<file path="config.mk">
export PLATFORM = sky130hd
export DESIGN_NAME = sf_video_core
export DESIGN_NICKNAME = d
export VERILOG_FILES = /design/src/verilog/sf_video_pkg.sv /design/src/verilog/sf_apb_regs.sv /design/src/verilog/sf_pixel_timer.sv /design/src/verilog/sf_plane_shifter.sv /design/src/verilog/sf_priority_mixer.sv /design/src/verilog/sf_palette_out.sv /design/src/verilog/sf_video_core.sv
export SDC_FILE = /design/constraint.sdc
export NUM_CORES = 1
export LEC_CHECK = 0
export ABC_CLOCK_PERIOD_IN_PS = 2800
export BUFFER_PORTS_ARGS = -buffer_cell sky130_fd_sc_hd__buf_2
export CORE_UTILIZATION = 60
export DETAILED_ROUTE_END_ITERATION = 7
export PLACE_DENSITY = 0.77
export SETUP_SLACK_MARGIN = 0.05
export SYNTH_ARGS = -nofsm -noshare
export SYNTH_HDL_FRONTEND = slang
export SYNTH_SLANG_ARGS = --single-unit
</file>
<file path="constraint.sdc">
create_clock -name clk -period 2.8 [get_ports clk]
set_input_delay 0.28 -clock clk [delete_from_list [all_inputs] [get_ports clk]]
set_output_delay 0.28 -clock clk [all_outputs]
set_load 0.05 [all_outputs]
</file>
<file path="src/verilog/sf_video_pkg.sv">
// character video shared definitions

package sf_video_pkg;

   // ==================================================
   // sizes
   // ==================================================
   localparam int NUM_LAYERS = 4;
   localparam int LAYER_W    = 2;
   // one bitplane byte is also one character row
   localparam int PLANE_W    = 8;
   localparam int PIX_W      = 2;
   localparam int CIDX_W     = LAYER_W + PIX_W;
   localparam int PAL_DEPTH  = 16;
   // red 3, green 3, blue 2
   localparam int RGB_W      = 8;
   localparam int PIX_DIV    = 8;

   // APB bus
   localparam int ADDR_W     = 8;
   localparam int DATA_W     = 8;

   // register select codes, select 2 is a hole
   localparam logic [1:0] SEL_PLANE0 = 2'd0;
   localparam logic [1:0] SEL_PLANE1 = 2'd1;
   localparam logic [1:0] SEL_CTRL   = 2'd3;

   // ==================================================
   // APB address word, register or palette region
   // ==================================================
   typedef union packed {
      struct packed {
         logic               region;
         logic [2:0]         rsvd;
         logic [LAYER_W-1:0] layer;
         logic [1:0]         sel;
      } regs;
      struct packed {
         logic               region;
         logic [2:0]         rsvd;
         logic [CIDX_W-1:0]  idx;
      } pal;
   } sf_addr_u;

endpackage

</file>
<file path="src/verilog/sf_apb_regs.sv">
// APB register file for the tile layers

`timescale 1ns/1ps

module sf_apb_regs
(
   input  logic                                                   clk,
   input  logic                                                   CR,
   input  logic                                                   psel_i,
   input  logic                                                   penable_i,
   input  logic                                                   pwrite_i,
   input  logic [sf_video_pkg::ADDR_W-1:0]                        paddr_i,
   input  logic [sf_video_pkg::DATA_W-1:0]                        pwdata_i,
   output logic [sf_video_pkg::DATA_W-1:0]                        prdata_o,
   output logic [sf_video_pkg::NUM_LAYERS-1:0][sf_video_pkg::PLANE_W-1:0] plane0_o,
   output logic [sf_video_pkg::NUM_LAYERS-1:0][sf_video_pkg::PLANE_W-1:0] plane1_o,
   output logic [sf_video_pkg::NUM_LAYERS-1:0]                    layer_en_o,
   output logic                                                   pal_we_o,
   output logic [sf_video_pkg::CIDX_W-1:0]                        pal_waddr_o,
   output logic [sf_video_pkg::RGB_W-1:0]                         pal_wdata_o
);
   import sf_video_pkg::*;

   sf_addr_u                                addr;
   logic                                    wr_en;
   logic                                    rd_setup;
   logic [DATA_W-1:0]                       rd_data;
   logic [NUM_LAYERS-1:0][PLANE_W-1:0]      plane0_q;
   logic [NUM_LAYERS-1:0][PLANE_W-1:0]      plane1_q;
   logic [NUM_LAYERS-1:0]                   layer_en_q;

   assign addr     = paddr_i;
   // zero wait states, write lands at the end of the access cycle
   assign wr_en    = psel_i & penable_i & pwrite_i;
   assign rd_setup = psel_i & ~penable_i & ~pwrite_i;

   // ==================================================
   // staging bytes and layer enable
   // ==================================================
   always_ff @(posedge clk or negedge CR)
   begin
      if (!CR)
      begin
         plane0_q   <= '0;
         plane1_q   <= '0;
         layer_en_q <= '0;
      end
      else if (wr_en && !addr.regs.region)
      begin
         case (addr.regs.sel)
            SEL_PLANE0: plane0_q[addr.regs.layer] <= pwdata_i;
            SEL_PLANE1: plane1_q[addr.regs.layer] <= pwdata_i;
            SEL_CTRL:
            begin
               // control lives at layer 0 only
               if (addr.regs.layer == '0)
                  layer_en_q <= pwdata_i[NUM_LAYERS-1:0];
            end
            default: ;
         endcase
      end
   end

   // read mux, palette region reads zero
   always_comb
   begin
      rd_data = '0;
      if (!addr.regs.region)
      begin
         case (addr.regs.sel)
            SEL_PLANE0: rd_data = plane0_q[addr.regs.layer];
            SEL_PLANE1: rd_data = plane1_q[addr.regs.layer];
            SEL_CTRL:
            begin
               if (addr.regs.layer == '0)
                  rd_data = DATA_W'(layer_en_q);
            end
            default: rd_data = '0;
         endcase
      end
   end

   // sampled in setup, held through the access cycle
   always_ff @(posedge clk or negedge CR)
   begin
      if (!CR)
         prdata_o <= '0;
      else if (rd_setup)
         prdata_o <= rd_data;
   end

   // palette writes go straight through to the RAM
   assign pal_we_o    = wr_en & addr.pal.region;
   assign pal_waddr_o = addr.pal.idx;
   assign pal_wdata_o = pwdata_i;

   assign plane0_o   = plane0_q;
   assign plane1_o   = plane1_q;
   assign layer_en_o = layer_en_q;

endmodule

</file>
<file path="src/verilog/sf_pixel_timer.sv">
// pixel enable and character reload

`timescale 1ns/1ps

module sf_pixel_timer
(
   input  logic clk,
   input  logic CR,
   output logic pix_cen_o,
   output logic reload_o
);
   import sf_video_pkg::*;

   logic [$clog2(PIX_DIV)-1:0] div_q;
   logic [$clog2(PLANE_W)-1:0] pos_q;

   // free running divider, enable on the last count
   always_ff @(posedge clk or negedge CR)
   begin
      if (!CR)
         div_q <= '0;
      else
         div_q <= div_q + 1'b1;
   end

   assign pix_cen_o = (div_q == ($clog2(PIX_DIV))'(PIX_DIV - 1));

   // pixel position inside the character
   always_ff @(posedge clk or negedge CR)
   begin
      if (!CR)
         pos_q <= '0;
      else if (pix_cen_o)
         pos_q <= pos_q + 1'b1;
   end

   assign reload_o = pix_cen_o && (pos_q == ($clog2(PLANE_W))'(PLANE_W - 1));

endmodule

</file>
<file path="src/verilog/sf_plane_shifter.sv">
// bitplane shift register pair

`timescale 1ns/1ps

module sf_plane_shifter
(
   input  logic                             clk,
   input  logic                             CR,
   input  logic                             pix_cen_i,
   input  logic                             reload_i,
   input  logic [sf_video_pkg::PLANE_W-1:0] plane0_i,
   input  logic [sf_video_pkg::PLANE_W-1:0] plane1_i,
   output logic [sf_video_pkg::PIX_W-1:0]   pix_o
);
   import sf_video_pkg::*;

   logic [PLANE_W-1:0] sh0_q;
   logic [PLANE_W-1:0] sh1_q;

   // load at the character edge, else shift left
   always_ff @(posedge clk or negedge CR)
   begin
      if (!CR)
      begin
         sh0_q <= '0;
         sh1_q <= '0;
      end
      else if (pix_cen_i)
      begin
         if (reload_i)
         begin
            sh0_q <= plane0_i;
            sh1_q <= plane1_i;
         end
         else
         begin
            sh0_q <= {sh0_q[PLANE_W-2:0], 1'b0};
            sh1_q <= {sh1_q[PLANE_W-2:0], 1'b0};
         end
      end
   end

   // plane 1 is the upper pixel bit
   assign pix_o = {sh1_q[PLANE_W-1], sh0_q[PLANE_W-1]};

endmodule

</file>
<file path="src/verilog/sf_priority_mixer.sv">
// fixed priority layer mixer

`timescale 1ns/1ps

module sf_priority_mixer
(
   input  logic                                                      clk,
   input  logic                                                      CR,
   input  logic                                                      pix_cen_i,
   input  logic [sf_video_pkg::NUM_LAYERS-1:0][sf_video_pkg::PIX_W-1:0] layer_pix_i,
   input  logic [sf_video_pkg::NUM_LAYERS-1:0]                       layer_en_i,
   output logic [sf_video_pkg::CIDX_W-1:0]                           cidx_o,
   output logic                                                      cidx_valid_o
);
   import sf_video_pkg::*;

   logic [CIDX_W-1:0] win_idx;
   logic              found;

   // lowest enabled opaque layer wins, pixel 0 is transparent
   always_comb
   begin
      win_idx = '0;
      found   = 1'b0;
      for (int i = 0; i < NUM_LAYERS; i++)
      begin
         if (!found && layer_en_i[i] && (layer_pix_i[i] != '0))
         begin
            found   = 1'b1;
            win_idx = {LAYER_W'(i), layer_pix_i[i]};
         end
      end
   end

   always_ff @(posedge clk or negedge CR)
   begin
      if (!CR)
      begin
         cidx_o       <= '0;
         cidx_valid_o <= 1'b0;
      end
      else
      begin
         cidx_valid_o <= pix_cen_i;
         if (pix_cen_i)
            cidx_o <= win_idx;
      end
   end

endmodule

</file>
<file path="src/verilog/sf_palette_out.sv">
// palette RAM and RGB pixel output

`timescale 1ns/1ps

module sf_palette_out
(
   input  logic                            clk,
   input  logic                            CR,
   input  logic                            pal_we_i,
   input  logic [sf_video_pkg::CIDX_W-1:0] pal_waddr_i,
   input  logic [sf_video_pkg::RGB_W-1:0]  pal_wdata_i,
   input  logic [sf_video_pkg::CIDX_W-1:0] cidx_i,
   input  logic                            cidx_valid_i,
   output logic [sf_video_pkg::RGB_W-1:0]  pixel_o,
   output logic                            pixel_valid_o
);
   import sf_video_pkg::*;

   logic [RGB_W-1:0] pal_mem [PAL_DEPTH];

   // ==================================================
   // palette storage, cleared by reset
   // ==================================================
   always_ff @(posedge clk or negedge CR)
   begin
      if (!CR)
      begin
         for (int i = 0; i < PAL_DEPTH; i++)
            pal_mem[i] <= '0;
      end
      else if (pal_we_i)
         pal_mem[pal_waddr_i] <= pal_wdata_i;
   end

   // lookup, {r[2:0], g[2:0], b[1:0]}
   always_ff @(posedge clk or negedge CR)
   begin
      if (!CR)
      begin
         pixel_o       <= '0;
         pixel_valid_o <= 1'b0;
      end
      else
      begin
         pixel_valid_o <= cidx_valid_i;
         if (cidx_valid_i)
            pixel_o <= pal_mem[cidx_i];
      end
   end

endmodule

</file>
<file path="src/verilog/sf_video_core.sv">
// character video core top level

`timescale 1ns/1ps

module sf_video_core
(
   input  logic                            clk,
   input  logic                            CR,
   input  logic                            psel_i,
   input  logic                            penable_i,
   input  logic                            pwrite_i,
   input  logic [sf_video_pkg::ADDR_W-1:0] paddr_i,
   input  logic [sf_video_pkg::DATA_W-1:0] pwdata_i,
   output logic [sf_video_pkg::DATA_W-1:0] prdata_o,
   output logic [sf_video_pkg::RGB_W-1:0]  pixel_o,
   output logic                            pixel_valid_o
);
   import sf_video_pkg::*;

   logic [NUM_LAYERS-1:0][PLANE_W-1:0] plane0_q;
   logic [NUM_LAYERS-1:0][PLANE_W-1:0] plane1_q;
   logic [NUM_LAYERS-1:0]              layer_en_q;
   logic                               pal_we;
   logic [CIDX_W-1:0]                  pal_waddr;
   logic [RGB_W-1:0]                   pal_wdata;
   logic                               pix_cen;
   logic                               reload;
   logic [NUM_LAYERS-1:0][PIX_W-1:0]   pix;
   logic [CIDX_W-1:0]                  cidx;
   logic                               cidx_valid;

   sf_apb_regs u_apb_regs (
      .clk         (clk),
      .CR          (CR),
      .psel_i      (psel_i),
      .penable_i   (penable_i),
      .pwrite_i    (pwrite_i),
      .paddr_i     (paddr_i),
      .pwdata_i    (pwdata_i),
      .prdata_o    (prdata_o),
      .plane0_o    (plane0_q),
      .plane1_o    (plane1_q),
      .layer_en_o  (layer_en_q),
      .pal_we_o    (pal_we),
      .pal_waddr_o (pal_waddr),
      .pal_wdata_o (pal_wdata)
   );

   sf_pixel_timer u_pixel_timer (
      .clk       (clk),
      .CR        (CR),
      .pix_cen_o (pix_cen),
      .reload_o  (reload)
   );

   // ==================================================
   // one shifter pair per layer
   // ==================================================
   for (genvar g = 0; g < NUM_LAYERS; g++)
   begin : g_layer
      sf_plane_shifter u_plane_shifter (
         .clk       (clk),
         .CR        (CR),
         .pix_cen_i (pix_cen),
         .reload_i  (reload),
         .plane0_i  (plane0_q[g]),
         .plane1_i  (plane1_q[g]),
         .pix_o     (pix[g])
      );
   end

   sf_priority_mixer u_priority_mixer (
      .clk          (clk),
      .CR           (CR),
      .pix_cen_i    (pix_cen),
      .layer_pix_i  (pix),
      .layer_en_i   (layer_en_q),
      .cidx_o       (cidx),
      .cidx_valid_o (cidx_valid)
   );

   sf_palette_out u_palette_out (
      .clk           (clk),
      .CR            (CR),
      .pal_we_i      (pal_we),
      .pal_waddr_i   (pal_waddr),
      .pal_wdata_i   (pal_wdata),
      .cidx_i        (cidx),
      .cidx_valid_i  (cidx_valid),
      .pixel_o       (pixel_o),
      .pixel_valid_o (pixel_valid_o)
   );

endmodule

</file>
==> qor.csv <==
metric,value,unit
core-area,0.0211,mm^2
rsz0062_at_grt,no,
die_h,149,um
max_freq,493,MHz
drc_errors,0,
clockBufferDepth,3,
syn-cell-area,0.0130,mm^2
cts_htree_levels,1,
routed_wl,28.4,mm
grt_use_total,0.271,
status,"finished, final reports clean",
seq_area_frac_synth,0.556,
nets,986,
clk_pin_slew,60,ps
yosys.area.top_type,dfrtp_1,
yosysWarnings,0,
async_flop_share,1.00,
powerDensity,651,mW/mm^2
cts_buffers,30,
yosys.area.top_type_share,0.556,
drive_gt1_frac,0.393,
p_leak,0.00655,uW
dieArea,0.0222,mm^2
netlist_top_cells_count,"dfrtp_1 (288), mux2_2 (207), a21oi_1 (67), mux2i_1 (60), nor2_1 (59)",
hp-class,input pin to flip-flop,
via_per_inst,6.25,
die_x,149,um
finalWorstSetupSlack,773,ps
grt_max_degree,87,
synth_nets,965,
dpl.hpwl,17.6,mm
dr_total_vias,7866,
grt_pass1_vias,8197,
tightestPinTransition,872,ps
cts_sinks,288,
cp-start-kind,flip-flop,
synth_edf_count,0,
slew_violations,0,
clock_skew,8.91,ps
wire_per_inst,22.5,um
synth.most_common_cell,dfrtp_1,
cts-resized-gates,0,
arrival,2440,ps
ys_top_cells_by_area,"dfrtp_1 (56%), mux2_2 (18%), mux4_2 (8.3%), mux2i_1 (4.6%), a21oi_1 (2.6%)",
worstPathRequired,3220,ps
finalHoldViolations,0,
drt_iter0_drc,490,
ys_types,43,
grt_pass1_wl,45.8,mm
min_period,2030,ps
rrSetupSlack,770,ps
cts_tree,built,
endpoint_kind,flip-flop,
pin_count,38,
crit_fanout,18,
finalSetupTns,0,ps
antennaDiodeCount,0,
num_rows,53,
antenna_found_initial,0,
peakVddDrop,0.667,mV
area_growth,11.8,%
ys_ff_latch,288,
dr.pass1.iters,5,
grt_remaining_overflow,0,
max_cap_viol_count,0,
routabilityCongestion,0.787,
dp_slack,608,ps
fill_cells,1454,
drtAntennaViolNets,0,
setup_viol,0,
layout_worst_path_cycle_share,0.724,
cts-root-buf,clkbuf_16,
initial_core_util,0.615,
syn_area_per_cell,13.8,um^2
synth_cells,940,
clk_latency,550,ps
port_buffers,34,
path_class,flip-flop to flip-flop,
synth_ff_type,dfrtp_1,
max-slew-margin-rel,0.418,
worst max-delay path, stage by stage, from the launching register on:
cell,delay [ps]
dfrtp_2,760
mux4_2,590
mux2_2,320
o22ai_1,160
a21oi_1,70
flip-flops by register name (all words and copies together) (netlist names):
register,flops
u_priority_mixer.cidx_o,4
u_palette_out.pixel_valid_o,1
u_apb_regs.prdata_o,8
g_layer.u_plane_shifter.sh1_q,32
u_apb_regs.layer_en_o,4
u_apb_regs.plane1_o,32
u_pixel_timer.pos_q,3
u_priority_mixer.cidx_valid_o,1
u_pixel_timer.div_q,3
g_layer.u_plane_shifter.sh0_q,32
u_palette_out.pal_mem,128
u_palette_out.pixel_o,8
u_apb_regs.plane0_o,32
kinds of logic after synthesis:
kind of cell	after synthesis	share of synthesized area
flops	288	0.556
mux	315	0.310
compound gates	118	0.0497
xor+xnor	1	0.000676
fa+ha+maj	4	0.00386
simple gates	141	0.0559
buf+inv	73	0.0243
cell type report:
type / instances / area [um^2] / share of cell area
tap: 275 / 344 / 0.0237
sequential: 288 / 7210 / 0.498
timing repair buffer: 50 / 365 / 0.0252
clock inverter: 15 / 190 / 0.0131
inverter: 12 / 45.0 / 0.00311
multi-input combinational: 579 / 5470 / 0.377
clock buffer: 40 / 870 / 0.0600
power breakdown:
| part | switching, uW | internal (uW) |
|---|---|---|
| Clock | 1650 | 2550 |
| Combinational | 357 | 322 |
| Sequential | 152 | 4410 |
| Total | 2160 | 7280 |
final timing paths:
path                                                         from                                     end  cells past startpoint
max                        u_priority_mixer.cidx_o[2]$_DFFE_PN0P_    u_palette_out.pixel_o[1]$_DFFE_PN0P_                      4
min                                                    paddr_i[7]      u_apb_regs.prdata_o[6]$_DFFE_PN0P_                      3
max reg2reg                u_priority_mixer.cidx_o[2]$_DFFE_PN0P_    u_palette_out.pixel_o[1]$_DFFE_PN0P_                      4
min reg2reg                      u_pixel_timer.div_q[0]$_DFF_PN0_        u_pixel_timer.div_q[0]$_DFF_PN0_                      1
max in group asynchronous                                      CR  u_priority_mixer.cidx_o[2]$_DFFE_PN0P_                      3
min in group asynchronous                                      CR      u_pixel_timer.pos_q[1]$_DFFE_PN0P_                      2
stage by stage:
| step | total power (uW) | std cells | util | hold slack, ps | instance area (um^2) |
|---|---|---|---|---|---|
| final | 9430 | 1259 | 0.687 | 199 | 14500 |
| after detailed placement | 5310 | 1203 | 0.636 | 320 | 13400 |
| after global placement | 5270 | 1203 | 0.636 | 316 | 13400 |
| after global routing | 9740 | 1259 | 0.687 | 212 | 14500 |
| after floorplan | 5030 | 940 | - | -15.6 | 13000 |
| after CTS | 9490 | 1259 | 0.687 | 183 | 14500 |
metal layers:
layer / up-vias / global-route usage / share of wire
li1: 3459 / - / -
met1: 4157 / 0.397 / 0.44
met2: 204 / 0.433 / 0.49
met3: 46 / 0.0358 / 0.053
met4: 0 / 0.0684 / 0.020
met5: - / 0 / 0
cells in the final DEF (no fill, tap or decap), types with 5 or more instances in the layout:
cell type and n:
nand2b_1 7, clkbuf_16 31, buf_2 33, mux2i_1 60
nand2_1 30, dfrtp_1 287, inv_1 11, buf_12 5
mux2_2 207, mux4_2 48, o21ai_0 23, clkinv_2 6
o22ai_1 18, clkbuf_8 6, a21oi_1 67, buf_4 10
nor2_2 16, nor2_1 59
repair_timing:
action	4_1_cts	5_1_grt
hold buffers	1	0
hold endpoints to repair	81	0
setup buffers	0	0
(Power assumes the default switching activity.)
